**config.mk**
```make
export PLATFORM = sky130hd
export DESIGN_NAME = sampleVoice
export DESIGN_NICKNAME = d
export VERILOG_FILES = /design/src/design/audioPkg.sv /design/src/design/sampleVoice.sv
export SDC_FILE = /design/constraint.sdc
export NUM_CORES = 1
export LEC_CHECK = 0
export BUFFER_PORTS_ARGS = -buffer_cell sky130_fd_sc_hd__clkbuf_2
export CORE_ASPECT_RATIO = 1.75
export CORE_MARGIN = 4
export CORE_UTILIZATION = 50
export CTS_CLUSTER_SIZE = 8
export DETAILED_ROUTE_END_ITERATION = 10
export PLACE_DENSITY = 0.68
export SLEW_MARGIN = 10
export SYNTH_ARGS = -nofsm -noshare
export SYNTH_HDL_FRONTEND = slang
export SYNTH_SLANG_ARGS = --single-unit
```
**constraint.sdc**
```tcl
create_clock -name clk -period 9.6 [get_ports clk]
set_clock_uncertainty 0.15 [all_clocks]
set_input_delay 1.44 -clock clk [delete_from_list [all_inputs] [get_ports clk]]
set_output_delay 1.44 -clock clk [all_outputs]
set_load 0.01 [all_outputs]
```
**src/design/audioPkg.sv**
```systemverilog
package audioPkg;

    // ************************************************************
    // engine constants
    // ************************************************************

    localparam int NUM_VOICES   = 4;
    localparam int MEM_DEPTH    = 4096;
    localparam int UNITY_VOLUME = 128;

    // gain is in units of 1/128, so the product is shifted down by 7
    localparam int VOLUME_SHIFT = 7;

    // four 16-bit voices need 18 bits, one spare bit on top
    localparam int MIX_WIDTH    = 19;

    // ************************************************************
    // word types
    // ************************************************************

    typedef logic signed [15:0] tSample;
    typedef logic        [11:0] tMemAddr;
    typedef logic        [23:0] tPosition;
    typedef logic        [7:0]  tVolume;
    typedef logic        [23:0] tRegData;
    typedef logic        [1:0]  tVoiceIdx;

    localparam tSample SAMPLE_MAX = 16'sh7FFF;
    localparam tSample SAMPLE_MIN = 16'sh8000;

    // register selects of a voice
    typedef enum logic [3:0] {
        IDLE            = 4'd0,
        SET_START       = 4'd1,
        SET_COUNT       = 4'd2,
        SET_LOOP_START  = 4'd3,
        SET_LOOP_END    = 4'd4,
        SET_POSITION    = 4'd5,
        SET_LAST_SAMPLE = 4'd6,
        SET_VOLUME      = 4'd7,
        SET_LOOPING     = 4'd8,
        SET_PLAYING     = 4'd9,
        SET_MONO        = 4'd10,
        SET_RIGHT       = 4'd11
    } tVoiceSetting;

    typedef enum logic [1:0] {
        FETCH_IDLE,
        FETCH_ADDR,
        FETCH_DATA,
        FETCH_MIX
    } tFetchState;

endpackage

```
**src/design/sampleVoice.sv**
```systemverilog
`timescale 1ns/1ps

module sampleVoice
    import audioPkg::*;
#(
    parameter int VOICE_INDEX = 0
) (
    input  logic         clk,
    input  logic         rst,

    input  logic         i_regWrite,
    input  tVoiceIdx     i_regVoice,
    input  tVoiceSetting i_regSelect,
    input  tRegData      i_regData,

    input  logic         i_ready,
    input  tSample       i_sample,

    output tMemAddr      o_nextAddress,
    output tSample       o_sampleOut,
    output logic         o_isMono,
    output logic         o_isRight,
    output logic         o_isPlaying
);

    tMemAddr  startAddr;
    tPosition sampleCount;
    tPosition loopStart;
    tPosition loopEnd;
    tPosition position;
    tSample   lastSample;
    tVolume   volume;
    logic     isLooping;
    logic     isPlaying;
    logic     isMono;
    logic     isRight;

    logic     regHit;
    tPosition positionPlus1;
    tPosition nextPosition;
    tMemAddr  addrMono;
    tMemAddr  addrLeft;
    tMemAddr  addrRight;

    logic signed [$bits(tSample)+$bits(tVolume):0] product;
    logic signed [$bits(tSample)+$bits(tVolume):0] scaled;

    function automatic tSample clampScaled(input logic signed [$bits(product)-1:0] value);
        if (value > SAMPLE_MAX) begin
            return SAMPLE_MAX;
        end else if (value < SAMPLE_MIN) begin
            return SAMPLE_MIN;
        end
        return tSample'(value);
    endfunction

    assign regHit = i_regWrite && (i_regVoice == tVoiceIdx'(VOICE_INDEX));

    // ************************************************************
    // next memory address
    // ************************************************************

    // stereo data is interleaved, left word first, and all sums wrap at 12 bits
    assign addrMono  = startAddr + position[11:0] + 12'd1;
    assign addrLeft  = startAddr + {position[10:0], 1'b0} + 12'd2;
    assign addrRight = startAddr + {position[10:0], 1'b0} + 12'd3;

    assign o_nextAddress = isMono  ? addrMono  :
                           isRight ? addrRight : addrLeft;

    assign positionPlus1 = position + 24'd1;
    assign nextPosition  = (isLooping && positionPlus1 >= loopEnd) ? loopStart : positionPlus1;

    // ************************************************************
    // gain stage
    // ************************************************************

    assign product = lastSample * $signed({1'b0, volume});
    assign scaled  = product >>> VOLUME_SHIFT;

    assign o_sampleOut = isPlaying ? clampScaled(scaled) : '0;
    assign o_isMono    = isMono;
    assign o_isRight   = isRight;
    assign o_isPlaying = isPlaying;

    always_ff @(posedge clk) begin
        if (rst) begin
            startAddr   <= '0;
            sampleCount <= '0;
            loopStart   <= '0;
            loopEnd     <= '0;
            position    <= '0;
            lastSample  <= '0;
            volume      <= tVolume'(UNITY_VOLUME);
            isLooping   <= 1'b0;
            isPlaying   <= 1'b0;
            isMono      <= 1'b1;
            isRight     <= 1'b0;
        end else begin
            if (i_ready && isPlaying) begin
                lastSample <= i_sample;
                position   <= nextPosition;
            end

            // a host write lands after the ready update so it wins
            if (regHit) begin
                case (i_regSelect)
                    SET_START:       startAddr   <= i_regData[11:0];
                    SET_COUNT:       sampleCount <= i_regData;
                    SET_LOOP_START:  loopStart   <= i_regData;
                    SET_LOOP_END:    loopEnd     <= i_regData;
                    SET_POSITION:    position    <= i_regData;
                    SET_LAST_SAMPLE: lastSample  <= tSample'(i_regData[15:0]);
                    SET_VOLUME:      volume      <= i_regData[7:0];
                    SET_LOOPING:     isLooping   <= i_regData[0];
                    SET_PLAYING:     isPlaying   <= i_regData[0];
                    SET_MONO:        isMono      <= i_regData[0];
                    SET_RIGHT:       isRight     <= i_regData[0];
                    default: begin
                    end
                endcase
            end

            // end of sample data stops the voice even against a play write
            if (position >= sampleCount) begin
                isPlaying <= 1'b0;
            end
        end
    end

endmodule

```
== Word-level counts from Yosys, hierarchy flattened ==
Index checks and enable logic that the tools add are counted.
Widths: inputs -> output; s select.
Storage, ports and cells
  logic and storage cells: 62
  output and inout port bits: 31
  flip-flop bits (word level): 136
  input port bits: 50
Cells by class
  mux-type cells: 15
  equality and inequality tests: 11
  multipliers: 1
  add/sub/neg operators: 6
  reduce and logical (&&, ||, !) cells: 14
  $lt $le $gt $ge: 4
Operator list (number)
  $mux 16: 7
  $mux 24: 4
  $ge 24x24->1: 2
  $mul 16x9->25: 1
  $add 12x12->12: 2
  $add 12x2->12 const B: 2
  $add 24x1->24 const B: 1
  $mux 12: 2
  $gt 18x16->1 const B: 1
  $lt 18x16->1 const B: 1
  $reduce_and 2->1: 9
  $eq 4x3->1 const B: 4
  $eq 4x4->1 const B: 4
  $add 12x1->12 const B: 1
  $eq 4x2->1 const B: 2
  $eq 4x1->1 const B: 1
  $logic_and 1x1->1: 3
  $logic_not 2->1: 1
  $mux 1: 2
  $reduce_or 2->1: 1

== Depth between registers and ports, before layout ==
  word-level depth: 7
  mapped depth: 21
  mapped depth without buffers: 19

== Worst setup path after synthesis ==
No wires, ideal clock.
  path type: flip-flop to output port
  from: reg volume[2]
  to: out o_sampleOut[10]
  required time: 8010 ps
  path buffers: 2
  arrival time: 5189 ps
  setup slack: 2821 ps
  cell stages (with the launch flop): 20
  path through: dfxtp_1 > clkbuf_1 > nand2_1 > fa_1 > inv_1 > fa_1 > fa_1 > inv_1 > fa_1 > inv_1 > ha_1 > a21o_1 > a2111oi_4 > o31a_1 > o21ai_1 > a311o_2 > xnor2_4 > a22oi_4 > buf_6 > o21ai_2
Between the ends
  longest elaborated chain between the ends: 6
  elaborated cells on any way between the ends: 8
  classes of those cells: mul (1); order compare (2); mux (5)
RTL lines
  start: declaration: line sampleVoice.sv:32  | tVolume volume;
  start signal: assignment: line sampleVoice.sv:94  | volume <= tVolume'(UNITY_VOLUME);
  start signal: assignment: line sampleVoice.sv:114  | SET_VOLUME: volume <= i_regData[7:0];
  $mul 16x9->25 (*): line sampleVoice.sv:78  | assign product = lastSample * $signed({1'b0, volume});
  $lt 18x16->1: line sampleVoice.sv:51  | end else if (value < SAMPLE_MIN) begin
  $mux 1: line sampleVoice.sv:51
  $mux 1: line sampleVoice.sv:49  | if (value > SAMPLE_MAX) begin
  $mux 16 (*): line sampleVoice.sv:54  | return tSample'(value);
  $mux 16 (*): line sampleVoice.sv:81  | assign o_sampleOut = isPlaying ? clampScaled(scaled) : '0;
  end: declaration: line sampleVoice.sv:20  | output tSample o_sampleOut,
Mark *: on every way between the ends. The rest lies on a longest branch, timed or not.

== Final worst setup path ==
  from: reg volume[1]
  to: out o_sampleOut[0]
The elaborated chain is that of the path after synthesis.

==> impl_metrics.env <==
export IMPL_clkTransAtPathRegs_ns=0.06
export IMPL_die_area_sq_mm=0.0289
export IMPL_max_stage_delay_ns=0.69
export IMPL_finalSetupViolCount=0
export IMPL_reg2regPathDepth=14
export IMPL_clockBufferDepth=2
export IMPL_cts_tree="yes"
export IMPL_worstReg2RegEnd="position[3]"
export IMPL_synth_edff_count=0
export IMPL_utilization_pct=55.1
export IMPL_cp_max_fo=17
export IMPL_vias=11300
export IMPL_final_area_sq_mm=0.0142
export IMPL_dr_wl_met2_um=19000
export IMPL_critPathBufInv=4
export IMPL_drcViolationCount=0
export IMPL_dp_hpwl_um=27400
export IMPL_ff2ff_setup_slack_ns=4.10
export IMPL_gp_congestion=0.917
export IMPL_synth_nets=1905
export IMPL_grtUsageTotal_pct=24.6
export IMPL_synth_distinct_cells=63
export IMPL_cp_common_cell="fa_1"
export IMPL_drv_cap=0
export IMPL_routed_wl_um=34800
export IMPL_path_cells="nand2_1, fa_1, inv_1, fa_1, fa_1, inv_1, fa_1, inv_1, ha_1, a21o_1, a2111oi_4, o31ai_4, a21oi_1, o211ai_1, xor2_1, o211ai_2, o21ai_1, clkbuf_2"
export IMPL_slew_violations=0
export IMPL_syn_area_sq_mm=0.0131
export IMPL_drt_first_pass_iters=6
export IMPL_yosys_most_used_dff="dfxtp_1"
export IMPL_async_flop_share_pct=0
export IMPL_internal_power_mw=0.987
export IMPL_dpl_instance_area_sq_mm=0.0137
export IMPL_via_per_inst=5.63
export IMPL_grt_ovfl_total=0
export IMPL_cts_resized=0
export IMPL_antenna_left=0
export IMPL_grt_max_degree=101
export IMPL_tightest_slew_ns=1.16
export IMPL_worstHoldPathType="reg -> reg"
export IMPL_core_sq_mm=0.0259
export IMPL_top_layer="met4"
export IMPL_synth_warnings=0
export IMPL_rsz0062_at_grt="no"
export IMPL_grt_pass1_wl_um=56700
export IMPL_setup_worst_path_end_class="output port"
export IMPL_drive_gt1_share_pct=9.09
export IMPL_hold_depth=2
export IMPL_min_period_ns=7.95
export IMPL_nets=1943
export IMPL_numCtsBuffers=17
export IMPL_rr_startpoint="position[1]"
export IMPL_grt_pass1_vias=11500
export IMPL_max_slew_margin_pct=22.2
export IMPL_ys_seq_elements=136
export IMPL_port_buffers=80
export IMPL_seqPwrFrac_pct=43.8
export IMPL_critical_path_class="reg -> out"
export IMPL_die_x_um=130
export IMPL_wl_met1_um=12700
export IMPL_hold_viol=0
export IMPL_powerDensity_mw_per_mm2=92.1
export IMPL_ys_seq_area_share_pct=20.9
export IMPL_slowest_stage="dfxtp_1"
export IMPL_rows=78
export IMPL_insertion_delay_ns=0.43
export IMPL_period_share_pct=82.8
export IMPL_status="completed"
export IMPL_syn_inst=1633
export IMPL_start_util_pct=50.5
export IMPL_clkPwrFrac_pct=50.2
export IMPL_combPwrFrac_pct=6.0
export IMPL_post_cts_setup_buffer_count=0
export IMPL_antenna_cells=0
export IMPL_dr_wl_met3_um=1350
export IMPL_num_io_pins=81
export IMPL_p_leak_nw=6.44
export IMPL_max_clock_freq_mhz=126
export IMPL_critPathTopFamily="adder cells"
export IMPL_die_h_um=222
export IMPL_swShare_pct=24.8
export IMPL_fin_tns_setup_ns=0
export IMPL_yosys_area_top_type_share_pct=20.9
export IMPL_area_growth_pct=9.12
export IMPL_synth_area_leader_cell="dfxtp_1"
export IMPL_cp_data_required_time_ns=8.01
export IMPL_yosys_top_cells_area="dfxtp_1 21%, fa_1 16%, ha_1 11%"
export IMPL_clkSinkCount=136
export IMPL_critPathArrivalTime_ns=6.36
export IMPL_root_buffer="clkbuf_16"
export IMPL_hold_end="sampleCount[6]"
export IMPL_h_tree_depth=4
export IMPL_power_switching_mw=0.325
export IMPL_grt_antenna_before_repair=0
export IMPL_startpoint_type="register"
export IMPL_ctsHoldBuffers=0
export IMPL_vdd_drop_max_mv=0.134
export IMPL_synth_area_per_cell_sq_um=8.00
export IMPL_drt_iter0_drc=588
export IMPL_min_from="sampleCount[6]"
export IMPL_post_drt_wl_per_cell_um=17.4
==> routing by layer <==
metal  vias to the layer above  GRT usage [%]
met5                         -              0
met4                         0           12.0
met3                       118           3.01
met2                       355           46.3
met1                      5350           26.3
li1                       5461              -
==> placed cells by master, fill, tap and decap left out, types with 11 or more instances in the layout <==
cell type  netlist  routed
and2_1          77      77
buf_4            0      11
a311oi_1        19      19
ha_1           119     119
a31oi_1         11      11
clkbuf_16        0      17
nand2_1        290     290
nor2_1          91      91
dfxtp_1        136     136
o21a_1          15      15
nor3_1          24      23
o21ai_0         43      43
inv_1          200     200
fa_1           103     103
xor2_1          37      37
and3_1          13      13
mux2i_1         42      42
a21oi_1        128     128
nand3_1         20      19
clkbuf_2         0      79
a21o_1          23      23
xnor2_1         35      35
==> cell usage after synthesis, types with 7 or more instances <==
master     instances
o21ai_0           43
nand4_1            8
nor4_1             7
nand3_1           20
nor2b_1            9
ha_1             119
a31oi_1           11
xnor2_1           35
a21oi_1          128
and3_1            13
a2111oi_0          9
and2_1            77
fa_1             103
dfxtp_1          136
clkbuf_1          63
inv_1            200
nand2_1          290
a311oi_1          19
xor2_1            37
nor3_1            24
a21o_1            23
nand2b_1           7
o21a_1            15
o21ai_2           10
nor2_1            91
or3_1             10
mux2i_1           42
==> state kept, by name (all words and copies together), names as in the netlist <==
name,count
isLooping,1
lastSample,16
loopEnd,24
loopStart,24
o_isMono,1
o_isPlaying,1
o_isRight,1
position,24
sampleCount,24
startAddr,12
volume,8
==> metrics by stage <==
| stage | instances | setup slack (ns) | hold WS (ns) | power (mW) |
|---|---|---|---|---|
| 2_1_floorplan | 1633 | 2.82 | 0.282 | 0.627 |
| 3_3_place_gp | 1972 | 2.22 | 0.292 | 0.665 |
| 3_5_place_dp | 1972 | 2.07 | 0.297 | 0.666 |
| 4_1_cts | 2004 | 1.60 | 0.306 | 1.32 |
| 5_1_grt | 2004 | 1.23 | 0.324 | 1.35 |
| 6_report | 2004 | 1.65 | 0.304 | 1.31 |
==> how the worst max path moves through the flow <==
| stage | to | from | depth (start not counted) |
|---|---|---|---|
| 2_1_floorplan | o_sampleOut[10] | volume[2] | 19 |
| 3_3_place_gp | o_sampleOut[0] | volume[2] | 18 |
| 3_5_place_dp | o_sampleOut[0] | volume[2] | 18 |
| 4_1_cts | o_sampleOut[0] | volume[2] | 18 |
| 5_1_grt | o_sampleOut[2] | volume[1] | 18 |
| 6_report | o_sampleOut[0] | volume[1] | 18 |
==> layout make-up <==
class,count,area (sq um)
Fill cell,2454,11600
Multi-Input combinational cell,1226,9310
Sequential cell,136,2720
Inverter,200,751
Timing Repair Buffer,90,478
Clock buffer,19,443
Tap cell,320,400
Clock inverter,13,148
==> worst register-to-register path: cells and delay by family, from the launching register on <==
kind	cells	cell delay [ns]
AND/OR/NAND/NOR	7	3.08
XOR/XNOR	1	0.19
adder cells (fa/ha/maj)	2	0.61
flip-flops	1	0.61
AO/OA/AOI/OAI	4	0.77
==> power groups by stage <==
stage	Sequential (mW)	Clock (mW)	Combinational, mW
3_5_place_dp	0.587	0	0.0792
2_1_floorplan	0.583	0	0.0436
6_report	0.575	0.658	0.0793
4_1_cts	0.574	0.664	0.0796
5_1_grt	0.575	0.688	0.0868
3_3_place_gp	0.587	0	0.0780
==> cell families (layout without fill, tap and decap cells) <==
group / Yosys count / in the layout / synth area share (%)
buffers and inverters: 271 / 322 / 7.95
and+or+nand+nor: 577 / 577 / 20.2
DFF: 136 / 136 / 20.9
adders and majority gates: 222 / 222 / 27.2
AOI/OAI and AO/OA: 311 / 311 / 15.4
muxes: 43 / 43 / 3.31
xor gates and xnor gates: 73 / 73 / 5.04
(Power assumes the default switching activity.)
