File: src/design/audioPkg.sv
package audioPkg;

    // ************************************************************
    // engine constants
    // ************************************************************

    localparam int NUM_VOICES   = 4;
    localparam int MEM_DEPTH    = 4096;
    localparam int UNITY_VOLUME = 128;

    // gain is in units of 1/128, so the product is shifted down by 7
    localparam int VOLUME_SHIFT = 7;

    // four 16-bit voices need 18 bits, one spare bit on top
    localparam int MIX_WIDTH    = 19;

    // ************************************************************
    // word types
    // ************************************************************

    typedef logic signed [15:0] tSample;
    typedef logic        [11:0] tMemAddr;
    typedef logic        [23:0] tPosition;
    typedef logic        [7:0]  tVolume;
    typedef logic        [23:0] tRegData;
    typedef logic        [1:0]  tVoiceIdx;

    localparam tSample SAMPLE_MAX = 16'sh7FFF;
    localparam tSample SAMPLE_MIN = 16'sh8000;

    // register selects of a voice
    typedef enum logic [3:0] {
        IDLE            = 4'd0,
        SET_START       = 4'd1,
        SET_COUNT       = 4'd2,
        SET_LOOP_START  = 4'd3,
        SET_LOOP_END    = 4'd4,
        SET_POSITION    = 4'd5,
        SET_LAST_SAMPLE = 4'd6,
        SET_VOLUME      = 4'd7,
        SET_LOOPING     = 4'd8,
        SET_PLAYING     = 4'd9,
        SET_MONO        = 4'd10,
        SET_RIGHT       = 4'd11
    } tVoiceSetting;

    typedef enum logic [1:0] {
        FETCH_IDLE,
        FETCH_ADDR,
        FETCH_DATA,
        FETCH_MIX
    } tFetchState;

endpackage

File: src/design/fetchSequencer.sv
`timescale 1ns/1ps

module fetchSequencer
    import audioPkg::*;
(
    input  logic                  clk,
    input  logic                  rst,

    input  logic                  i_frameTick,
    input  tMemAddr               i_voiceAddr [NUM_VOICES],

    output tMemAddr               o_readAddr,
    output logic [NUM_VOICES-1:0] o_ready,
    output logic                  o_mixStrobe
);

    tFetchState state;
    tFetchState stateNext;
    tVoiceIdx   voiceIdx;
    logic       lastVoice;

    assign lastVoice = (voiceIdx == tVoiceIdx'(NUM_VOICES - 1));

    // ************************************************************
    // state machine
    // ************************************************************

    always_comb begin
        stateNext = state;
        case (state)
            FETCH_IDLE: begin
                if (i_frameTick) begin
                    stateNext = FETCH_ADDR;
                end
            end
            FETCH_ADDR: begin
                stateNext = FETCH_DATA;
            end
            FETCH_DATA: begin
                stateNext = lastVoice ? FETCH_MIX : FETCH_ADDR;
            end
            FETCH_MIX: begin
                stateNext = FETCH_IDLE;
            end
            default: begin
                stateNext = FETCH_IDLE;
            end
        endcase
    end

    always_ff @(posedge clk) begin
        if (rst) begin
            state    <= FETCH_IDLE;
            voiceIdx <= '0;
        end else begin
            state <= stateNext;
            if (state == FETCH_IDLE) begin
                voiceIdx <= '0;
            end else if (state == FETCH_DATA && !lastVoice) begin
                voiceIdx <= voiceIdx + 2'd1;
            end
        end
    end

    // ************************************************************
    // outputs
    // ************************************************************

    // the address stays on the bus through the data cycle, memory reads it in the address cycle
    assign o_readAddr = i_voiceAddr[voiceIdx];

    always_comb begin
        o_ready = '0;
        if (state == FETCH_DATA) begin
            o_ready[voiceIdx] = 1'b1;
        end
    end

    assign o_mixStrobe = (state == FETCH_MIX);

endmodule

File: config.mk
export PLATFORM = sky130hd
export DESIGN_NAME = fetchSequencer
export DESIGN_NICKNAME = d
export VERILOG_FILES = /design/src/design/audioPkg.sv /design/src/design/fetchSequencer.sv
export SDC_FILE = /design/constraint.sdc
export NUM_CORES = 1
export LEC_CHECK = 0
export BUFFER_PORTS_ARGS = -buffer_cell sky130_fd_sc_hd__buf_2
export CAP_MARGIN = 20
export CORE_UTILIZATION = 35
export CTS_BUF_LIST = sky130_fd_sc_hd__clkbuf_16
export DETAILED_ROUTE_END_ITERATION = 12
export GPL_ROUTABILITY_DRIVEN = 0
export GPL_TIMING_DRIVEN = 0
export PLACE_DENSITY_LB_ADDON = 0.3
export SKIP_CTS_REPAIR_TIMING = 1
export SYNTH_ARGS = -nofsm -noshare
export SYNTH_HDL_FRONTEND = slang
export SYNTH_SLANG_ARGS = --single-unit
File: constraint.sdc
create_clock -name clk -period 3.44 [get_ports clk]
set_input_delay 0.172 -clock clk [delete_from_list [all_inputs] [get_ports clk]]
set_output_delay 0.172 -clock clk [all_outputs]
set_load 0.005 [all_outputs]
-- After elaboration in Yosys (flattened, before gate mapping)
Cells that the tools add are included.
- eq/ne operators: 5
- shift-type cells: 0
- magnitude comparators: 3
- bitwise operators: 1
- add/sub/neg operators: 1
- $mul: 0
- div/mod/pow operators: 0
- reduce and logical (&&, ||, !) cells: 5
- multiplexer cells: 9
- operators with widths (operator ; count):
    binary-select mux 12 bit (select 2 bit) ; 1
    2-to-1 mux 12 bit ; 2
    case mux 2 bit (4 select lines) ; 1
    equality test 2 bit, second input constant ; 3
    2-to-1 mux 2 bit ; 2
    2-to-1 mux 4 bit ; 1
    greater-or-equal comparator 3 bit, second input constant ; 1
    < comparator 2 x 3 -> 1 bit, second input constant ; 1
    NOT 2 -> 3 bit ; 1
    adder 2 x 1 -> 2 bit, second input constant ; 1
    demux 1 bit (select 2 bit) ; 1
    equality test 2 x 1 -> 1 bit, second input constant ; 1
    greater-or-equal comparator 2 x 1 -> 1 bit, second input constant ; 1
    logical AND 1 bit ; 2
    logical NOT 2 bit ; 1
    != test 2 bit, second input constant ; 1
    OR reduction 2 bit ; 1
    logical NOT 1 bit ; 1
    2-to-1 mux 1 bit ; 1
- input port bits: 51
- ROM bits: 0
- memories kept: 0
- bits in writable memories: 0
- register bits after elaboration: 4
- latch bits: 0
- word-level logic and storage cells: 26
- output and inout bits: 17

-- Depth between registers and ports, before layout
Gate-level depths: netlist of run 1.
- depth after elaboration: 5
- gate-level depth with buffers: 6
- mapped depth without buffers: 4

-- Least setup slack after synthesis of run 1
Ideal clock, no wire load.
- path kind: reg-to-output
- start point: register voiceIdx[0]
- end point: output port o_readAddr[1]
- path buffers: 2
- stages on the path, launching flop included: 4
- arrival: 1111 ps
- required time: 3268 ps
- slack: 2157 ps
- cell sequence: dfxtp_1 -> buf_6 -> buf_12 -> mux4_2
- longest elaborated chain between the ends: 4
- RTL lines (item ; line ; text):
    start: declaration ; fetchSequencer.sv:19 ; tVoiceIdx voiceIdx;
    start signal: assignment ; fetchSequencer.sv:60 ; voiceIdx <= voiceIdx + 2'd1;
    NOT 2 -> 3 bit (implied by the code) ; fetchSequencer.sv:70 ; assign o_readAddr = i_voiceAddr[voiceIdx];
    binary-select mux 12 bit (select 2 bit) ; fetchSequencer.sv:70 ;
    2-to-1 mux 12 bit (implied by the code) (2 in series) ; fetchSequencer.sv:70 ;
    end: declaration ; fetchSequencer.sv:12 ; output tMemAddr o_readAddr,
Every way passes these cells. The select of a mux whose other input is x is not followed.

-- Worst setup path in the final report of run 1
- start point: register voiceIdx[0]
- end point: output port o_readAddr[6]
Same word-level chain as after synthesis.

==> flow_summary.yaml, run 1 <==
floorplan:
  fp.coreArea_um2: 1520
  dieArea_um2: 1810
  die_w_um: 42.5
  die_h_um: 42.5
  rows: 14
  start_util: 0.377
  pin_count: 68
pwr:
  p_switching_mw: 0.0520
  peakVddDrop_mv: 0.345
  internal-power_mw: 0.242
  swShare: 0.177
  p_leak_nw: 0.513
  powerDensity_nw_per_um2: 293
  power_frac_comb: 0.219
  share_seq_of_total_power: 0.173
  clkPwrFrac: 0.608
logic_synthesis:
  yosysWarnings: 0
  synth_seq_area_share: 0.139
  synthMuxAreaShare: 0.503
  ys_seq_elements: 4
  syn_nets: 98
  syn-instance-count: 43
  avgSynthCellArea_um2: 13.4
  synth_fa_ha_area_frac: 0.0871
  synth_top_family_by_area: "multiplexers"
  syn_area_um2: 574
  synth_compound_area_frac: 0.0436
  synth_cell_types: 20
  synthSimpleGateAreaFrac: 0.144
  yosys.area_share.xor_xnor: 0
timing:
  fin_crit_sh: 0.492
  hold_viol: 0
  holdWs_ns: 0.176
  fmax_mhz: 590
  slew_headroom: 0.848
  fin_setup_tns_ns: 0
  finalCriticalPeriod_ns: 1.69
  tightest_slew_ns: 0.227
  slew_viol_final: 0
  setup_viol: 0
  rsz0062_at_grt: "false"
  clock_skew_ns: 0.00283
critical_path:
  slowest_stage: "mux4_2"
  critPathKind: "flop to primary output"
  max_stage_delay_ns: 0.49
  worstPathArrival_ns: 1.52
  critical_path_required_ns: 3.27
  cp-start-kind: "flop"
  cp_max_fo: 10
  cp_cell_sequence: "buf_6, buf_12, mux4_2, buf_2"
  cp-end-kind: "primary output"
final_layout:
  drive_above_1_share: 0.717
  layout.nets: 170
  multi_input_area_um2: 447
  synthToLayoutAreaGrowth_pct: 74.9
  n_fill_cell: 131
  regArea_um2: 80.1
  antenna_cells: 0
route:
  vias: 642
  post_drt_via_cell_ratio: 4.98
  detail_route.iter0.violations: 2
  post_drt_wl_per_cell_um: 11.8
  finalWirelength_mm: 1.53
  firstDrtPassIters: 4
  ant_nets: 0
  drc: 0
placed_design:
  dpl.hpwl_mm: 1.29
  portBuffers: 67
clocking:
  cts_buffers: 3
  clk_pin_slew_worst_paths_ns: 0.03
  clock_latency_ns: 0.22
  clockBufferDepth: 2
  cts.sinks: 4
  cts_tree: "yes"
  htreeDepth: 1
  cts_root_buf: "clkbuf_16"
run_status:
  status: "finished, final reports clean"
global_routing:
  grt_pass1_vias: 561
  track_usage: 0.160
  gr-total-overflow: 0
  grt_pass1_wl_mm: 2.18
  grt_max_degree: 11
  antenna_found_initial: 0
run:
  maxCapViolations: 0
hold_path:
  hold_class: "input pin to flop"
[through the flow]
stage | worst slack (ns) | utilization | power (mW) | cells | cell area, µm²
6_report | 1.75 | 0.659 | 0.294 | 129 | 1000
5_1_grt | 1.70 | 0.659 | 0.306 | 129 | 1000
4_1_cts | 1.73 | 0.659 | 0.297 | 129 | 1000
3_5_place_dp | 1.97 | 0.610 | 0.116 | 126 | 930
3_3_place_gp | 1.98 | 0.610 | 0.115 | 126 | 930
2_1_floorplan | 2.16 | - | 0.0783 | 43 | 574
[layout by cell type, fill, tap and decap left out]
cell type  instances
nor3_1             1
or2b_1             1
nand3b_1           1
inv_1              3
and2_1             4
or3b_1             1
nor2b_1            1
clkbuf_16          3
a21oi_1            2
buf_12             1
or2_2              1
mux4_2             7
mux4_1             5
buf_6              1
o22ai_1            1
ha_1               4
buf_2             68
dfxtp_1            4
o32ai_1            1
nor2_1             1
nand2b_1           2
[cell families after synthesis]
family                     count (synthesis)
and+or+nand+nor                           13
muxes                                     12
buffers and inverters                      6
AOI/OAI and AO/OA                          4
adders and majority gates                  4
DFF                                        4
[synthesized netlist by cell type]
master	number	area, µm²
a21oi_1	2	10.0
dfxtp_1	4	80.1
o32ai_1	1	8.76
o22ai_1	1	6.26
inv_1	3	11.3
buf_6	1	11.3
nand3b_1	1	7.51
buf_2	1	5.00
ha_1	4	50.1
or3b_1	1	8.76
nor2b_1	1	6.26
mux4_1	5	131
mux4_2	7	158
buf_12	1	20.0
nor3_1	1	5.00
and2_1	4	25.0
or2_2	1	6.26
nor2_1	1	3.75
or2b_1	1	7.51
nand2b_1	2	12.5
[state kept, by name, summed over array words and instances (netlist names)]
name and flops:
state 2, voiceIdx 2
[routing by layer]
metal | wire (µm) | GRT usage | up-vias
li1 | - | - | 317
met1 | 495 | 0.157 | 282
met2 | 844 | 0.298 | 41
met3 | 172 | 0.0388 | 2
met4 | 15 | 0.0938 | 0
met5 | 0 | 0 | -
[path summary, 6_finish.rpt]
path          startpoint            end  slack (ns)  depth (start not counted)
min reg2reg     state[0]       state[0]        0.53                          1
min                  rst       state[1]        0.18                          2
max          voiceIdx[0]  o_readAddr[6]        1.75                          4
max reg2reg  voiceIdx[0]    voiceIdx[1]        2.16                          6
[area by class of cell]
type                    count  area share
inverters                   3      0.0112
repair buffers             67       0.334
flip-flops and latches      4      0.0797
clock buffers               3      0.0747
well taps                  16      0.0199
plain buffers               3      0.0361
multi-input cells          33       0.445
[critical path: cells and delay by family (launching register included)]
kind | cells | cell delay, ns
flip-flops | 1 | 0.37
multiplexers | 1 | 0.49
buffers and inverters | 3 | 0.44
[power by group through the flow]
stage	combinational [mW]	clock, mW	sequential (mW)
4_1_cts	0.0650	0.181	0.0510
3_5_place_dp	0.0649	0	0.0516
6_report	0.0643	0.179	0.0509
5_1_grt	0.0697	0.185	0.0514
2_1_floorplan	0.0273	0	0.0510
3_3_place_gp	0.0632	0	0.0514
(Power assumes the default switching activity.)
==> run 2, diff against run 1 <==
ABC_AREA = 1   (was not set)
CORE_UTILIZATION = 37   (was 35)
clock period = 1.6 ns   (was 3.44 ns; I/O delays follow)
==> flow_summary.yaml, run 2 <==
pwr:
  power_frac_comb: 0.237
  clkPwrFrac: 0.596
  p_leak_nw: 0.742
  powerDensity_nw_per_um2: 546
  p_switching_mw: 0.146
  swShare: 0.223
  internal-power_mw: 0.507
  power.total_mw: 0.653
  peakVddDrop_mv: 0.773
  share_seq_of_total_power: 0.167
final_layout:
  synthToLayoutAreaGrowth_pct: 58.6
  antenna_cells: 0
  n_fill_cell: 166
  drive_above_1_share: 0.446
  final_common_cell: "buf_2"
  final_cell_mix: "70 x buf_2, 32 x nor2_1, 31 x nand2_1, 23 x inv_1"
  layout.nets: 259
  final_area_um2: 1190
  largestRegisters: "state: 2 flops, voiceIdx: 2 flops"
clocking:
  clock_latency_ns: 0.22
  clockBufferDepth: 2
  htreeDepth: 1
  cts_tree: "yes"
  cts.sinks: 4
  cts_buffers: 3
  cts_root_buf: "clkbuf_16"
  clk_pin_slew_worst_paths_ns: 0.03
route:
  firstDrtPassIters: 4
  drc: 0
  vias: 1036
  ant_nets: 0
  post_drt_via_cell_ratio: 4.56
  finalWirelength_mm: 2.28
  post_drt_wl_per_cell_um: 10.0
  detail_route.iter0.violations: 17
global_routing:
  gr-total-overflow: 0
  grt_pass1_vias: 830
  grt_max_degree: 12
  grt_pass1_wl_mm: 3.33
  antenna_found_initial: 0
  track_usage: 0.209
timing:
  worst_slack_ns: 0.0639
  fin_setup_tns_ns: 0
  hold_viol: 0
  tightest_slew_ns: 0.354
  clock_skew_ns: 0.00154
  fmax_mhz: 651
  fin_crit_sh: 0.960
  slew_viol_final: 0
  setup_viol: 0
  slew_headroom: 0.764
  finalCriticalPeriod_ns: 1.54
  rsz0062_at_grt: "false"
logic_synthesis:
  synth-main-ff-cell: "dfxtp_1"
  synthMuxAreaShare: 0
  synth_seq_area_share: 0.106
  synth_cell_types: 16
  synth_commonest_cells: "32 x nor2_1, 31 x nand2_1, 23 x inv_1"
  synth_fa_ha_area_frac: 0.0664
  synth_async_sr_flop_share: 0
  synth_top_family_by_area: "simple AND/OR/NAND/NOR gates"
  synth_compound_area_frac: 0.292
  yosys.area.top_type: "o211ai_2"
  syn_area_um2: 753
  synth.most_common_cell: "nor2_1"
  synthSimpleGateAreaFrac: 0.336
  yosysWarnings: 0
  synth_edf_count: 0
  yosys-top-cells-area: "o211ai_2 20%, nor2_1 16%, nand2_1 15%"
  ys_seq_elements: 4
  avgSynthCellArea_um2: 5.71
  synth_top_area_frac: 0.199
  syn-instance-count: 132
  syn_nets: 187
  yosys.area_share.xor_xnor: 0
hold_path:
  hold_class: "input pin to flop"
  holdPathStages: 2
placed_design:
  portBuffers: 67
  place_ws_ns: 0.219
  dpl.hpwl_mm: 1.81
  dpl-instance-area_um2: 1120
critical_path:
  cp_common_cell: "buf_6"
  slowest_stage: "dfxtp_1"
  reg2reg_depth: 6
  cp_cell_sequence: "inv_2, buf_6, buf_6, ha_1, inv_1, nor2_1, buf_2"
  critical_path_required_ns: 1.52
  worstPathArrival_ns: 1.46
  cp-start-kind: "flop"
  critPathKind: "flop to primary output"
  cp_max_fo: 11
  max_stage_delay_ns: 0.46
  cp-end-kind: "primary output"
floorplan:
  rows: 15
  pin_count: 68
  die_w_um: 47.1
  start_util: 0.414
  die_h_um: 47.1
  dieArea_um2: 2220
  fp.coreArea_um2: 1820
run:
  maxCapViolations: 0
run_status:
  status: "finished, final reports clean"
run 2: cell types whose count changed in the layout (fill, tap and decap cells not counted), sizes merged, moves of 2 or more:
cell,previous run,this run
mux4,12,0
o211ai,0,12
buf,70,74
nand2b,2,0
nand2,0,31
o21ai,0,12
and2,4,0
inv,3,24
nor2,1,32
run 2: logic make-up (layout without fill, tap and decap cells):
group           after synthesis  after routing
buf+inv                      32            102
flops                         4              4
simple gates                 66             66
compound gates               26             26
fa+ha+maj                     4              4
run 2: per-layer routing:
| layer | share of wire | up-vias | GRT usage |
|---|---|---|---|
| li1 | - | 551 | - |
| met1 | 0.43 | 448 | 0.249 |
| met2 | 0.50 | 37 | 0.364 |
| met3 | 0.071 | 0 | 0.0615 |
| met4 | 0 | 0 | 0.0571 |
| met5 | 0 | - | 0 |
run 2: area by class of cell:
type,instances,area [µm²],area share
Buffer,8,60.1,0.0503
Sequential cell,4,80.1,0.0670
Tap cell,25,31.3,0.0262
Multi-Input combinational cell,96,523,0.438
Inverter,24,90.1,0.0754
Timing Repair Buffer,67,335,0.281
Clock buffer,3,75.1,0.0628
run 2: stage by stage:
| stage | utilization | hold WS [ns] | std cells |
|---|---|---|---|
| floorplan | - | 0.149 | 132 |
| global placement | 0.615 | 0.274 | 224 |
| detailed placement | 0.615 | 0.275 | 224 |
| CTS | 0.656 | 0.0449 | 227 |
| global route | 0.656 | 0.0515 | 227 |
| finish | 0.656 | 0.0471 | 227 |
run 2: power groups by stage:
stage / Combinational, mW / Sequential [mW] / Clock, mW
finish: 0.155 / 0.109 / 0.389
global route: 0.174 / 0.110 / 0.399
CTS: 0.156 / 0.109 / 0.393
detailed placement: 0.154 / 0.110 / 0
global placement: 0.151 / 0.110 / 0
floorplan: 0.0643 / 0.109 / 0
run 2: final timing paths:
kind                                  start     endpoint  slack (ns)
worst max register to register  voiceIdx[0]  voiceIdx[1]        0.19
worst min register to register     state[0]     state[0]        0.51
worst min-delay path                    rst     state[1]        0.05
worst max-delay path            voiceIdx[0]   o_ready[2]        0.06
run 2: critical path: cells and delay by family (launching register included):
kind	cells	cell delay, ns
simple gates	1	0.04
buf+inv	5	0.52
flops	1	0.46
fa+ha+maj	1	0.20
