--- src/design/audioPkg.sv ---
package audioPkg;

    // ************************************************************
    // engine constants
    // ************************************************************

    localparam int NUM_VOICES   = 4;
    localparam int MEM_DEPTH    = 4096;
    localparam int UNITY_VOLUME = 128;

    // gain is in units of 1/128, so the product is shifted down by 7
    localparam int VOLUME_SHIFT = 7;

    // four 16-bit voices need 18 bits, one spare bit on top
    localparam int MIX_WIDTH    = 19;

    // ************************************************************
    // word types
    // ************************************************************

    typedef logic signed [15:0] tSample;
    typedef logic        [11:0] tMemAddr;
    typedef logic        [23:0] tPosition;
    typedef logic        [7:0]  tVolume;
    typedef logic        [23:0] tRegData;
    typedef logic        [1:0]  tVoiceIdx;

    localparam tSample SAMPLE_MAX = 16'sh7FFF;
    localparam tSample SAMPLE_MIN = 16'sh8000;

    // register selects of a voice
    typedef enum logic [3:0] {
        IDLE            = 4'd0,
        SET_START       = 4'd1,
        SET_COUNT       = 4'd2,
        SET_LOOP_START  = 4'd3,
        SET_LOOP_END    = 4'd4,
        SET_POSITION    = 4'd5,
        SET_LAST_SAMPLE = 4'd6,
        SET_VOLUME      = 4'd7,
        SET_LOOPING     = 4'd8,
        SET_PLAYING     = 4'd9,
        SET_MONO        = 4'd10,
        SET_RIGHT       = 4'd11
    } tVoiceSetting;

    typedef enum logic [1:0] {
        FETCH_IDLE,
        FETCH_ADDR,
        FETCH_DATA,
        FETCH_MIX
    } tFetchState;

endpackage

--- src/design/stereoMixer.sv ---
`timescale 1ns/1ps

module stereoMixer
    import audioPkg::*;
(
    input  logic                  clk,
    input  logic                  rst,

    input  logic                  i_mixStrobe,
    input  tSample                i_voiceSample [NUM_VOICES],
    input  logic [NUM_VOICES-1:0] i_voiceMono,
    input  logic [NUM_VOICES-1:0] i_voiceRight,

    output tSample                o_left,
    output tSample                o_right,
    output logic                  o_frameValid
);

    logic signed [MIX_WIDTH-1:0] leftSum;
    logic signed [MIX_WIDTH-1:0] rightSum;

    function automatic tSample clampMix(input logic signed [MIX_WIDTH-1:0] sum);
        if (sum > SAMPLE_MAX) begin
            return SAMPLE_MAX;
        end else if (sum < SAMPLE_MIN) begin
            return SAMPLE_MIN;
        end
        return tSample'(sum);
    endfunction

    // ************************************************************
    // routing and summing
    // ************************************************************

    // a mono voice goes to both sides
    always_comb begin
        leftSum  = '0;
        rightSum = '0;
        for (int v = 0; v < NUM_VOICES; v++) begin
            if (i_voiceMono[v] || !i_voiceRight[v]) begin
                leftSum = leftSum + i_voiceSample[v];
            end
            if (i_voiceMono[v] || i_voiceRight[v]) begin
                rightSum = rightSum + i_voiceSample[v];
            end
        end
    end

    // ************************************************************
    // frame output register
    // ************************************************************

    always_ff @(posedge clk) begin
        if (rst) begin
            o_left       <= '0;
            o_right      <= '0;
            o_frameValid <= 1'b0;
        end else begin
            o_frameValid <= i_mixStrobe;
            if (i_mixStrobe) begin
                o_left  <= clampMix(leftSum);
                o_right <= clampMix(rightSum);
            end
        end
    end

endmodule

--- config.mk ---
export PLATFORM = sky130hd
export DESIGN_NAME = stereoMixer
export DESIGN_NICKNAME = d
export VERILOG_FILES = /design/src/design/audioPkg.sv /design/src/design/stereoMixer.sv
export SDC_FILE = /design/constraint.sdc
export NUM_CORES = 1
export LEC_CHECK = 0
export BUFFER_PORTS_ARGS = -buffer_cell sky130_fd_sc_hd__buf_4
export CORE_AREA = 3 3 91 179
export CTS_CLUSTER_DIAMETER = 100
export DETAILED_ROUTE_END_ITERATION = 6
export DIE_AREA = 0 0 94 182
export PLACE_DENSITY = 0.74
export SYNTH_ARGS = -nofsm -noshare
export SYNTH_HDL_FRONTEND = slang
export SYNTH_SLANG_ARGS = --single-unit
--- constraint.sdc ---
create_clock -name clk -period 8.9 [get_ports clk]
set_input_delay 0.89 -clock clk [delete_from_list [all_inputs] [get_ports clk]]
set_output_delay 0.89 -clock clk [all_outputs]
set_load 0.01 [all_outputs]
==> Word level (Yosys, flattened, before mapping) <==
Cells that the tools add are included.
{ "classes": {"addsub": 6, "reduce_logical": 12, "muxes": 22, "magnitude_cmp": 4} }
{ "op_table": {"columns": ["operator", "count"], "rows": [
  ["19-bit 2-to-1 mux", 8],
  ["19-bit by 16-bit adder with 19-bit output", 6],
  ["16-bit 2-to-1 mux", 6],
  ["19-bit by 16-bit > comparator with 1-bit output (second input constant)", 2],
  ["19-bit by 16-bit less-than comparator with 1-bit output (second input constant)", 2],
  ["1-bit logical OR", 8],
  ["1-bit 2-to-1 mux", 8],
  ["1-bit logical NOT", 4]
]} }
{ "word_totals": {"out_inout_bits": 33, "input_bits": 75, "reg_bits": 33, "word_cells": 47} }

==> Longest topological paths before layout <==
Gate-level depths: netlist (run 1).
{ "depth": {"depth_word": 15, "depth_mapped": 37, "depth_no_buf": 34} }

==> Least setup slack after synthesis (run 1) <==
OpenSTA, ideal clock, no wires.
{ "synth_path": {"path_type": "in2reg", "startpoint": "input i_voiceRight[0]", "endpoint": "register o_right[3]", "setup_time_ps": 136, "path_stages": 36, "t_arrival_ps": 7657, "n_path_buf": 3, "required_ps": 8764, "path_slack_ps": 1107, "cell_sequence": "or2_1 > buf_6 > clkbuf_1 > nand2_1 > inv_1 > ha_1 > inv_1 > fa_1 > o21bai_1 > a21oi_1 > nor3_1 > maj3_1 > a2bb2oi_1 > xnor2_1 > nor2_1 > xnor2_1 > ha_1 > a2111oi_0 > nor3_1 > a21o_1 > a21o_1 > a21oi_1 > xnor2_1 > mux2_2 > ha_1 > and3_1 > a2111oi_0 > o21ba_2 > a31oi_1 > a31oi_1 > xor2_1 > nor2_1 > xnor3_1 > clkbuf_1 > o221ai_1 > o41ai_2"} }
{ "synth_via": {"elab_chain_cells": 14, "word_cells_on_any_way": 16, "classes_between": "3 x add/sub; 2 x order compare; 10 x mux; 1 x reduce/logical"} }
{ "synth_rtl": {"columns": ["item", "line", "text"], "rows": [
  ["start: declaration", "stereoMixer.sv:12", "input logic [NUM_VOICES-1:0] i_voiceRight,"],
  ["1-bit logical OR *", "stereoMixer.sv:43", "if (i_voiceMono[v] || i_voiceRight[v]) begin"],
  ["19-bit 2-to-1 mux *", "stereoMixer.sv:43", null],
  ["19-bit by 16-bit adder with 19-bit output", "stereoMixer.sv:44", "rightSum = rightSum + i_voiceSample[v];"],
  ["19-bit 2-to-1 mux *", "stereoMixer.sv:43", null],
  ["19-bit by 16-bit adder with 19-bit output", "stereoMixer.sv:44", null],
  ["19-bit 2-to-1 mux *", "stereoMixer.sv:43", null],
  ["19-bit by 16-bit adder with 19-bit output", "stereoMixer.sv:44", null],
  ["19-bit 2-to-1 mux *", "stereoMixer.sv:43", null],
  ["19-bit by 16-bit less-than comparator with 1-bit output", "stereoMixer.sv:25", "end else if (sum < SAMPLE_MIN) begin"],
  ["1-bit 2-to-1 mux", "stereoMixer.sv:25", null],
  ["1-bit 2-to-1 mux", "stereoMixer.sv:23", "if (sum > SAMPLE_MAX) begin"],
  ["1-bit 2-to-1 mux", "stereoMixer.sv:60", "if (i_mixStrobe) begin"],
  ["1-bit 2-to-1 mux", "stereoMixer.sv:54", "if (rst) begin"],
  ["16-bit 2-to-1 mux *", "stereoMixer.sv:28", "return tSample'(sum);"],
  ["end signal: assignment", "stereoMixer.sv:62", "o_right <= clampMix(rightSum);"],
  ["end: declaration", "stereoMixer.sv:15", "output tSample o_right,"]
]} }
Every way passes the cells marked *; elsewhere a longest branch is shown, timed or not. The select of a mux whose other input is x is not followed.
A chain may end at the register's enable or synchronous reset.

==> Final worst setup path (run 1) <==
{ "layout_path": {"startpoint": "input i_voiceRight[0]", "endpoint": "register o_right[10]"} }
The elaborated chain is that of the path after synthesis.

==> results of run 1 <==
-- worst reg2reg max path, cell delays in order (launching register included) --
cell and delay (ps):
sky130_fd_sc_hd__dfxtp_1 330, sky130_fd_sc_hd__nor2_1 40, sky130_fd_sc_hd__nor2_1 170, sky130_fd_sc_hd__o221ai_1 190, sky130_fd_sc_hd__o21ai_1 120
-- power by group --
part | total, mW | leakage [nW] | switching (mW) | internal [mW]
registers | 0.241 | 0.275 | 0.0319 | 0.209
logic | 1.66 | 3.78 | 0.945 | 0.716
clock network | 0.168 | 0.0700 | 0.0580 | 0.110
total | 2.07 | 4.12 | 1.03 | 1.03
-- how the worst min path moves through the flow --
stage                        endpoint  cells after the start
after floorplan            o_left[15]                      2
after global placement    o_right[15]                      2
after detailed placement  o_right[15]                      2
after CTS                 o_right[15]                      2
after global routing      o_right[15]                      2
final                     o_right[15]                      2
-- cells by family after synthesis --
group | count (synthesis) | synth area share (%)
and+or+nand+nor | 404 | 23.7
muxes | 18 | 2.42
adders and majority gates | 105 | 16.8
buffers and inverters | 99 | 4.96
xor gates and xnor gates | 86 | 9.71
DFF | 33 | 8.20
AOI/OAI and AO/OA | 401 | 34.2
-- cell type report --
class / instances / share of cell area [%]
Clock buffer: 7 / 1.56
Inverter: 45 / 1.85
Sequential cell: 33 / 7.24
Tap cell: 195 / 2.67
Multi-Input combinational cell: 1014 / 76.6
Timing Repair Buffer: 122 / 10.0
-- per-stage QoR --
stage	hold slack, ps	cells
6_report	465	1416
5_1_grt	492	1416
4_1_cts	465	1416
3_5_place_dp	455	1409
3_3_place_gp	452	1409
2_1_floorplan	490	1146
-- sequential cells by signal (all words and copies together) (netlist names) --
register      count
o_left           16
o_frameValid      1
o_right          16
-- metal layers --
layer / vias to the layer above / share of wire (%) / track usage, %
li1: 4371 / - / -
met1: 4159 / 36 / 29.4
met2: 314 / 53 / 56.8
met3: 105 / 4.4 / 2.16
met4: 0 / 7.2 / 20.1
met5: - / 0 / 0
-- placed cells by master (no fill, tap or decap), types with 6 or more instances in the layout --
| cell | Yosys | final |
|---|---|---|
| sky130_fd_sc_hd__inv_1 | 44 | 44 |
| sky130_fd_sc_hd__a31oi_1 | 12 | 12 |
| sky130_fd_sc_hd__buf_4 | 1 | 122 |
| sky130_fd_sc_hd__fa_1 | 6 | 6 |
| sky130_fd_sc_hd__nor2_1 | 139 | 139 |
| sky130_fd_sc_hd__or2_2 | 9 | 9 |
| sky130_fd_sc_hd__mux2i_1 | 6 | 6 |
| sky130_fd_sc_hd__nand4_1 | 7 | 7 |
| sky130_fd_sc_hd__nor2b_1 | 14 | 14 |
| sky130_fd_sc_hd__nand3_1 | 13 | 13 |
| sky130_fd_sc_hd__o21bai_1 | 6 | 6 |
| sky130_fd_sc_hd__nand2_1 | 103 | 103 |
| sky130_fd_sc_hd__mux2_2 | 12 | 12 |
| sky130_fd_sc_hd__ha_1 | 96 | 96 |
| sky130_fd_sc_hd__a21oi_1 | 91 | 91 |
| sky130_fd_sc_hd__o211ai_1 | 12 | 12 |
| sky130_fd_sc_hd__a21o_1 | 36 | 36 |
| sky130_fd_sc_hd__a2111oi_0 | 7 | 7 |
| sky130_fd_sc_hd__and2_1 | 27 | 27 |
| sky130_fd_sc_hd__o21ai_0 | 75 | 75 |
| sky130_fd_sc_hd__o31ai_1 | 6 | 6 |
| sky130_fd_sc_hd__xor2_1 | 29 | 29 |
| sky130_fd_sc_hd__a211oi_1 | 30 | 30 |
| sky130_fd_sc_hd__dfxtp_1 | 33 | 33 |
| sky130_fd_sc_hd__or3_1 | 12 | 12 |
| sky130_fd_sc_hd__nor3_1 | 26 | 26 |
| sky130_fd_sc_hd__and3_1 | 11 | 11 |
| sky130_fd_sc_hd__o221ai_1 | 18 | 18 |
| sky130_fd_sc_hd__o21a_1 | 17 | 17 |
| sky130_fd_sc_hd__o21ai_1 | 16 | 16 |
| sky130_fd_sc_hd__nor4_1 | 7 | 7 |
| sky130_fd_sc_hd__nand2b_1 | 21 | 21 |
| sky130_fd_sc_hd__xnor2_1 | 55 | 55 |
| sky130_fd_sc_hd__a311oi_1 | 6 | 6 |
==> results.md, run 1 <==
- Status: completed
- Sequential cell area: between 600 and 700 µm²
- Critical path peak fanout: 17
- Netlist Area Pre-Place: between 8000 and 9000 µm²
- Mapped Nets: ~1300
- Share of the core filled with cells in the final layout: between 60% and 70%
- Wire per inst: 18.3 µm
- Fraction of final layout cells with drive strength greater than 1: 14.1%
- Top post-synthesis cells by count: 139 x sky130_fd_sc_hd__nor2_1, 103 x sky130_fd_sc_hd__nand2_1, 96 x sky130_fd_sc_hd__ha_1
- Starting density of the core: 53.8%
- Unique cell type count in the Yosys netlist: 80
- Vias after detailed routing: 8949
- Number of warnings issued by yosys: 0
- Hold WC Path Type: flop to flop
- Cell at the root of the clock tree: sky130_fd_sc_hd__clkbuf_16
- Share of synthesized area occupied by flip-flops and latches: 8.20%
- Violation count after the first detailed-routing iteration: 355
- Total power draw: 2.07 mW
- Least-Margin Pin Slew: roughly 740 ps
- Total clock sinks: 33
- Row count: 63
- Post-Syn Area per Cell: 7.03 µm²
- Global-route wire length before repair: 41.3 mm
- Number of port buffers: 107
- Final count of negative-setup-slack endpoints: 0
- Pin count of the biggest net entering global routing: 35
- Cells after Synth: about 1100
- Final Hold Violating Endpoints: 0
- Post-synthesis cell type with the largest combined area: sky130_fd_sc_hd__ha_1
- H-tree depth: 2
- Total setup buffers inserted after CTS: 0
- Fin crit period: 8350 ps
- Worst setup SP type: input port
- Gp weighted congestion: around 0.97
- Top area cells in the synthesized netlist: sky130_fd_sc_hd__ha_1 15%, sky130_fd_sc_hd__dfxtp_1 8.2%, sky130_fd_sc_hd__nor2_1 6.5%
- Count of inserted antenna diode cells: 0
- Crit path launch: i_voiceRight[0]
- Nets@finish: 1398
- Number of detailed-routing iterations run before antenna repair: 5
- Clock transition time at the flip-flop clock pins of the worst setup and hold paths: 50 ps
- R2r startpoint: o_right[2]
- Period Utilization, post-route: 93.8%
- Post-placement cell area: 8980 µm²
- Hold wc startpoint: o_right[15]
- Crit Path Class: input port to flop
- Maximum vdd drop: 129 µV
- DR DRC count: 0
- Slowest Stage Delay on Critical Path: 630 ps
- Fmax: 120 MHz
- Flop2flop setup slack: 7980 ps
- Vias per inst: 6.32
- Highest-delay cell along the critical path: sky130_fd_sc_hd__xnor3_1
- Initial antenna violation count: 0
- Max-Slew Margin vs Limit: between 50% and 60%
- Flip-flop and latch count after synthesis: 33
- Final instance area: 9130 µm²
- Setup tns final: 0 ps
- Number of nets with antenna violations after detailed routing: 0
- Total leakage power: 4.12 nW
- Die extent in y: roughly 180 µm
- Half-perimeter wire length after detailed placement: around 22 mm
- Number of violations of the max-capacitance limit: 0
- Pwr/cell area: around 230 nW/µm²
- Number of top-level pins: 108
- CTS tree: built
- EDFF count, synth: 0
- Via count of the first global-routing pass: 8686
- Critical Path End: o_right[10]
- Kind of cell with the highest combined delay on the critical path: compound AO/OA/AOI/OAI gates
- Post-synth top area share: 14.9%
- Num CTS Buffers: 5
- Largest clock skew in the final design: 0 ps
- Signed area change from the synthesized netlist to the final layout: 13.3%
- Logic depth of the worst path, buffers included: 34
- Global Route Usage Sum: 29.8%
- Library cell with the highest instance count after synthesis: sky130_fd_sc_hd__nor2_1
- Critical path buffers and inverters: 3
- Fill count: roughly 1500
- Global route overflow: 0
- Final worst slack: 554 ps
- Reg2Reg Depth: 4
- Worst-skew pair later-pin latency: 270 ps
- Setup WS pre-CTS: 437 ps
- Die footprint: 17100 µm²
- Number of gates resized after CTS: 0
- Dominant synthesized flop cell: sky130_fd_sc_hd__dfxtp_1
- Core Box Area: 15000 µm²
- Multi-input gate area: 6990 µm²
- Worst flop-to-flop path endpoint: o_right[2]
- Total Routed Length: roughly 26 mm
- Cts hold-fix bufs: 0
- Die span in x: 94 µm
- Clock tree buffer depth: 2
- Final max-slew violation count: 0
- Worst Setup End Kind: flop
- Arr. time, crit path: 8490 ps
- Endpoint required time on the critical path: 9040 ps
- Unrepaired setup endpoints after global routing: no
- Share of flip-flops with an asynchronous set or reset: 0%
Note: power is estimated with default switching activity, not from simulation.
==> run 2, diff against run 1 <==
CORE_AREA = 3 3 104 156   (was 3 3 91 179)
DIE_AREA = 0 0 107 159   (was 0 0 94 182)
==> run 2 against run 1 <==
Against the previous run:
- die area shrank 0.56%
- highest routed layer unchanged
- sequential cell count did not move
- worst hold slack gained 5.7 ps
- clock-buffer cell count decreased by 1
- critical path type unchanged
- sequential power barely moved
- first-iteration DRC count up 31%
- maximum frequency rose by 4.4%
- combinational power is essentially flat
- final area increased by 0.43%
- largest cell class unchanged
==> results.md, run 2 (synthesis results as in run 1) <==
- Worst Setup End Kind: flop
- Core Box Area: 15100 µm² (+0.63%)
- Fill count: 1420 (-3.4%)
- Starting density of the core: 53.4% (-0.33 points)
- CTS tree: built
- Fin Hold WS: 471 ps (+5.67 ps)
- Internal cell power: 1.07 mW (+3.2%)
- Cts hold-fix bufs: 0 (unchanged)
- Total Routed Length: 23.9 mm (-7.8%)
- Most used cells in the layout excluding fill and tap cells: 139 x sky130_fd_sc_hd__nor2_1, 119 x sky130_fd_sc_hd__buf_4, 103 x sky130_fd_sc_hd__nand2_1
- Via count of the first global-routing pass: 8268 (-4.8%)
- Die extent in y: 159 µm (-13%)
- Maximum vdd drop: 178 µV (+39%)
- Final worst slack: 904 ps (+350 ps)
- Initial antenna violation count: 0 (unchanged)
- Num CTS Buffers: 5 (unchanged)
- Setup WS pre-CTS: 508 ps (+71.4 ps)
- Global Route Usage Sum: 27.6% (-2.3 points)
- Sequential cell area: 661 µm² (unchanged)
- Period Utilization, post-route: 89.8% (-3.9 points)
- Combinational power share: 78.5% (-1.8 points)
- Final count of negative-setup-slack endpoints: 0 (unchanged)
- Unrepaired setup endpoints after global routing: no
- Net switching share of the total power: 49.1% (-0.88 points)
- Wire per inst: 16.9 µm (-8.0%)
- Least-Margin Pin Slew: 1220 ps (+486 ps)
- Total leakage power: 4.12 nW (about the same)
- Total clock sinks: 33 (unchanged)
- Violation count after the first detailed-routing iteration: 465 (+31%)
- Sw power: 1.03 mW (-0.35%)
- Largest clock skew in the final design: 0 ps (unchanged)
- Half-perimeter wire length after detailed placement: 20.0 mm (-9.2%)
- Final Hold Violating Endpoints: 0 (unchanged)
- Final max-slew violation count: 0 (unchanged)
- Gp weighted congestion: 0.933 (-4.1%)
- Sequential cell fraction of total power: 11.6% (about the same)
- Arr. time, crit path: 8160 ps (-330 ps)
- Fraction of power consumed by the clock network: 9.9% (+1.8 points)
- Hold WC Path Type: flop to flop
- Number of detailed-routing iterations run before antenna repair: 5 (unchanged)
- Highest-delay cell along the critical path: sky130_fd_sc_hd__xnor3_2
- Count of inserted antenna diode cells: 0 (unchanged)
- Fin crit period: 8000 ps (-350 ps)
- Endpoint required time on the critical path: 9070 ps (+30 ps)
- Number of violations of the max-capacitance limit: 0 (unchanged)
- Global-route wire length before repair: 39.1 mm (-5.1%)
- Worst-skew pair later-pin latency: 290 ps (+20 ps)
- Pwr/cell area: 229 nW/µm² (+1.0%)
- Row count: 55 (-13%)
- Cell at the root of the clock tree: sky130_fd_sc_hd__clkbuf_16
- Nets@finish: 1396 (-0.14%)
- H-tree depth: 2 (unchanged)
- Max-Slew Margin vs Limit: 18.2% (-33 points)
- Setup tns final: 0 ps (unchanged)
- Worst setup SP type: input port
- Die footprint: 17000 µm² (-0.56%)
- Multi-input gate area: 7020 µm² (+0.32%)
- Status: completed
- Registers with the highest flip-flop counts: o_left: 16 flops, o_right: 16 flops, o_frameValid: 1 flops
- Fraction of final layout cells with drive strength greater than 1: 14.2% (+0.094 points)
- Slowest Stage Delay on Critical Path: 560 ps (-70 ps)
- Fmax: 125 MHz (+4.4%)
- Number of port buffers: 107 (unchanged)
- Vias after detailed routing: 8683 (-3.0%)
- Crit Path Class: input port to flop
- Pin count of the biggest net entering global routing: 35 (unchanged)
- Number of top-level pins: 108 (unchanged)
- DR DRC count: 0 (unchanged)
- Signed area change from the synthesized netlist to the final layout: 13.8%
- Die span in x: 107 µm (+14%)
- Number of nets with antenna violations after detailed routing: 0 (unchanged)
- Critical path peak fanout: 18 (+1)
- Clock tree buffer depth: 2 (unchanged)
- Global route overflow: 0 (unchanged)
- Vias per inst: 6.12 (-3.2%)
- Clock transition time at the flip-flop clock pins of the worst setup and hold paths: 60 ps (about the same)
- Leading cell type in the layout, fill and taps excluded: sky130_fd_sc_hd__nor2_1
## run 2: changes by cell type in the layout (fill, tap and decap cells not counted)
cell / before / now
sky130_fd_sc_hd__xnor3_2: 0 / 1
sky130_fd_sc_hd__buf_4: 122 / 119
sky130_fd_sc_hd__clkinvlp_4: 0 / 1
sky130_fd_sc_hd__clkbuf_1: 1 / 0
sky130_fd_sc_hd__xnor3_1: 1 / 0
sky130_fd_sc_hd__bufinv_16: 0 / 1
sky130_fd_sc_hd__a31oi_4: 1 / 2
## run 2: worst paths after layout
kind / startpoint / end / slack [ps] / cells after the start
worst max-delay path: i_voiceRight[0] / o_right[0] / 900 / 34
worst min register to register: o_right[15] / o_right[15] / 470 / 2
worst min-delay path: o_right[15] / o_right[15] / 470 / 2
worst max register to register: o_right[11] / o_right[11] / 7990 / 4
## run 2: repair_timing
action	in CTS	in global routing
setup endpoints to repair	0	15
gates resized for setup	0	2
buffers inserted	0	0
## run 2: final cells by class
class / count / share of cell area [%]
Clock inverter: 2 / 0.410
Tap cell: 199 / 2.72
Timing Repair Buffer: 119 / 9.75
Inverter: 45 / 1.84
Multi-Input combinational cell: 1015 / 76.6
Sequential cell: 33 / 7.21
Clock buffer: 6 / 1.52
## run 2: per-stage QoR
stage                     std cells  utilization (%)  cell area, µm²  power, mW
after floorplan                1146                -            8050       1.46
after global placement         1410             59.5            8960       1.83
after detailed placement       1410             59.5            8960       1.85
after CTS                      1418             60.7            9140       2.07
after global routing           1419             60.8            9160       2.30
final                          1419             60.8            9160       2.10
## run 2: layer usage
metal / vias up / share of wire, % / wire length (µm) / global-route usage [%]
met5: - / 0 / 0 / 0
met4: 0 / 3.8 / 908 / 10.9
met2: 278 / 52 / 12300 / 51.0
met3: 60 / 3.9 / 939 / 1.58
li1: 4374 / - / - / -
met1: 3971 / 41 / 9750 / 32.6
## run 2: power groups by stage
stage          clock, mW  combinational, mW  sequential (mW)
2_1_floorplan          0               1.19            0.268
5_1_grt            0.214               1.83            0.250
4_1_cts            0.209               1.61            0.244
6_report           0.207               1.65            0.244
3_5_place_dp           0               1.60            0.247
3_3_place_gp           0               1.58            0.247
## run 2: critical path: cells and delay by family
| kind | cells | cell delay [ps] |
|---|---|---|
| compound gates | 13 | 3020 |
| fa+ha+maj | 5 | 1620 |
| xor+xnor | 5 | 1120 |
| simple gates | 7 | 980 |
| mux | 1 | 280 |
| buf+inv | 3 | 250 |
==> run 3, diff against run 2 <==
CELL_PAD_IN_SITES_DETAIL_PLACEMENT = 1   (was not set)
CELL_PAD_IN_SITES_GLOBAL_PLACEMENT = 2   (was not set)
CORE_AREA = 3 3 130 195   (was 3 3 104 156)
DIE_AREA = 0 0 133 198   (was 0 0 107 159)
PLACE_DENSITY = not set   (was 0.74)
PLACE_DENSITY_LB_ADDON = 0.1   (was not set)
SETUP_SLACK_MARGIN = 0.1   (was not set)
==> run 3 against run 2 <==
Against the previous run:
- clock power down 3%
- register-to-register slack got worse by 30 ps
- global-route usage shrank 5.8 points
- first-iteration DRC count is 47% lower
- clock-buffer cell count decreased by 1
- final area up 1.9%
- cell count grew 8.7%
- sequential cell count stayed put
- core utilization is 21 points lower
- worst setup slack got worse by 53 ps
- critical endpoint is now o_right[12]
- largest cell class unchanged
- largest power group unchanged
==> results.md, run 3 (synthesis results as in run 1) <==
- Signed area change from the synthesized netlist to the final layout: 16.0%
- Hold WC Path Type: flop to flop
- Fraction of power consumed by the clock network: 9.3% (-0.6 points)
- Crit path launch: i_voiceMono[0]
- Most congested layer reported by global routing: met2
- Arr. time, crit path: 8220 ps (+60 ps)
- Cell at the root of the clock tree: sky130_fd_sc_hd__clkbuf_16
- DR DRC count: 0 (unchanged)
- Fill count: 3022 (+110%)
- Slowest Stage Delay on Critical Path: 430 ps (-130 ps)
- Critical path peak fanout: 17 (-1)
- Fin Hold WS: 471 ps (+0.357 ps)
- Worst setup SP type: input port
- Nets@finish: 1400 (+0.29%)
- Net switching share of the total power: 50.1% (+0.96 points)
- Global Route Usage Sum: 21.8% (-5.8 points)
- Registers with the highest flip-flop counts: o_left: 16 flops, o_right: 16 flops, o_frameValid: 1 flops
- Leading cell type in the layout, fill and taps excluded: sky130_fd_sc_hd__nor2_1
- Gp weighted congestion: 0.883 (-5.4%)
- H-tree depth: 2 (unchanged)
- Multi-input gate area: 7000 µm² (-0.25%)
- Largest clock skew in the final design: 0 ps (unchanged)
- Most used cells in the layout excluding fill and tap cells: 138 x sky130_fd_sc_hd__nor2_1, 123 x sky130_fd_sc_hd__buf_4, 103 x sky130_fd_sc_hd__nand2_1
- Vias after detailed routing: 8665 (-0.21%)
- Worst-skew pair later-pin latency: 280 ps (about the same)
- Pin count of the biggest net entering global routing: 35 (unchanged)
- Sequential cell area: 661 µm² (unchanged)
- Total leakage power: 4.15 nW (+0.54%)
- Met1 capacity usage during global routing: 26.1% (-6.5 points)
- Number of top-level pins: 108 (unchanged)
- Status: completed
- Internal cell power: 1.08 mW (+1.3%)
- R2r startpoint: o_right[6]
- Maximum vdd drop: 121 µV (-32%)
- Half-perimeter wire length after detailed placement: 25.1 mm (+25%)
- Max-Slew Margin vs Limit: 28.7% (+11 points)
- Number of violations of the max-capacitance limit: 0 (unchanged)
- Initial antenna violation count: 0 (unchanged)
- Cts hold-fix bufs: 0 (unchanged)
- Pwr/cell area: 232 nW/µm² (+1.3%)
- Die extent in y: 198 µm (+25%)
- Crit Path Class: input port to flop
- Die footprint: 26300 µm² (+55%)
- Fin crit period: 8050 ps (+53.1 ps)
- Row count: 69 (+25%)
- Final Hold Violating Endpoints: 0 (unchanged)
- Worst Setup End Kind: flop
- Final max-slew violation count: 0 (unchanged)
- Least-Margin Pin Slew: 1070 ps (-152 ps)
- Setup tns final: 0 ps (unchanged)
- Clock transition time at the flip-flop clock pins of the worst setup and hold paths: 60 ps (about the same)
- Met2 global-route usage: 42.4% (-8.6 points)
- Unrepaired setup endpoints after global routing: no
- Sw power: 1.09 mW (+5.3%)
- Total Routed Length: 29.3 mm (+23%)
- Wire per inst: 19.0 µm (+13%)
- Hold wc startpoint: o_right[15]
- Die span in x: 133 µm (+24%)
- Period Utilization, post-route: 90.4% (+0.60 points)
- Number of detailed-routing iterations run before antenna repair: 7 (+2)
- Count of inserted antenna diode cells: 0 (unchanged)
- Total clock sinks: 33 (unchanged)
- Endpoint required time on the critical path: 9080 ps (about the same)
- CTS tree: built
- Combinational power share: 79.5% (+1.0 points)
- Number of nets with antenna violations after detailed routing: 0 (unchanged)
- Number of port buffers: 107 (unchanged)
- Met3 track demand over resource: 1.09% (-0.49 points)
- Via count of the first global-routing pass: 8968 (+8.5%)
- Global route overflow: 0 (unchanged)
- Starting density of the core: 33.9% (-20 points)
- Num CTS Buffers: 5 (unchanged)
- Sequential cell fraction of total power: 11.2% (-0.4 points)
- Violation count after the first detailed-routing iteration: 246 (-47%)
- Core Box Area: 23700 µm² (+58%)
- Global-route wire length before repair: 47.0 mm (+20%)
- Fraction of final layout cells with drive strength greater than 1: 14.5% (+0.28 points)
- Clock tree buffer depth: 2 (unchanged)
- Vias per inst: 5.62 (-8.2%)
- Highest-delay cell along the critical path: sky130_fd_sc_hd__fa_1
- Final count of negative-setup-slack endpoints: 0 (unchanged)
- Fmax: 124 MHz (-0.66%)
-- run 3: cell types whose count changed in the layout (fill, tap and decap cells not counted), sizes merged --
cell and delta:
buf +5, a31oi -1, clkinv +1, clkbuf -1
-- run 3: final timing paths --
check,cells after the start,to,slack (ps)
worst max register to register,4,o_right[6],7960
worst min-delay path,2,o_right[15],470
worst max-delay path,37,o_right[12],850
worst min register to register,2,o_right[15],470
-- run 3: power by group through the flow --
stage / clock network, mW / registers [mW] / logic [mW]
final: 0.201 / 0.243 / 1.72
after global routing: 0.211 / 0.252 / 1.92
after CTS: 0.203 / 0.244 / 1.71
after floorplan: 0 / 0.268 / 1.19
after detailed placement: 0 / 0.246 / 1.70
after global placement: 0 / 0.246 / 1.68
-- run 3: final cells by class --
type	instances	share of cell area, %
Clock buffer	5	1.34
Clock inverter	3	0.496
Inverter	45	1.81
Multi-Input combinational cell	1014	74.9
Sequential cell	33	7.07
Tap cell	319	4.27
Timing Repair Buffer	124	10.1
-- run 3: critical path: cells and delay by family --
kind            cells  cell delay, ps
simple gates        6             740
fa+ha+maj           5            1630
xor+xnor            5             870
buf+inv             5             680
mux                 1             290
compound gates     15            3130
-- run 3: timing repair --
item,4_1_cts,5_1_grt
buffers inserted,0,1
endpoints found under the setup margin,0,15
resized for setup,0,2
-- run 3: layer usage --
metal | up-vias | part of all wire, %
met1 | 4137 | 43
met4 | 0 | 1.6
li1 | 4384 | -
met3 | 21 | 2.6
met2 | 123 | 53
met5 | - | 0
-- run 3: stage by stage --
step	utilization, %	setup WS, ps	total power [mW]	instances	instance area (µm²)
2_1_floorplan	-	1110	1.46	1146	8050
3_3_place_gp	38.5	639	1.92	1534	9150
3_5_place_dp	38.5	527	1.95	1534	9150
4_1_cts	39.3	737	2.16	1542	9320
5_1_grt	39.3	140	2.38	1543	9340
6_report	39.3	851	2.17	1543	9340
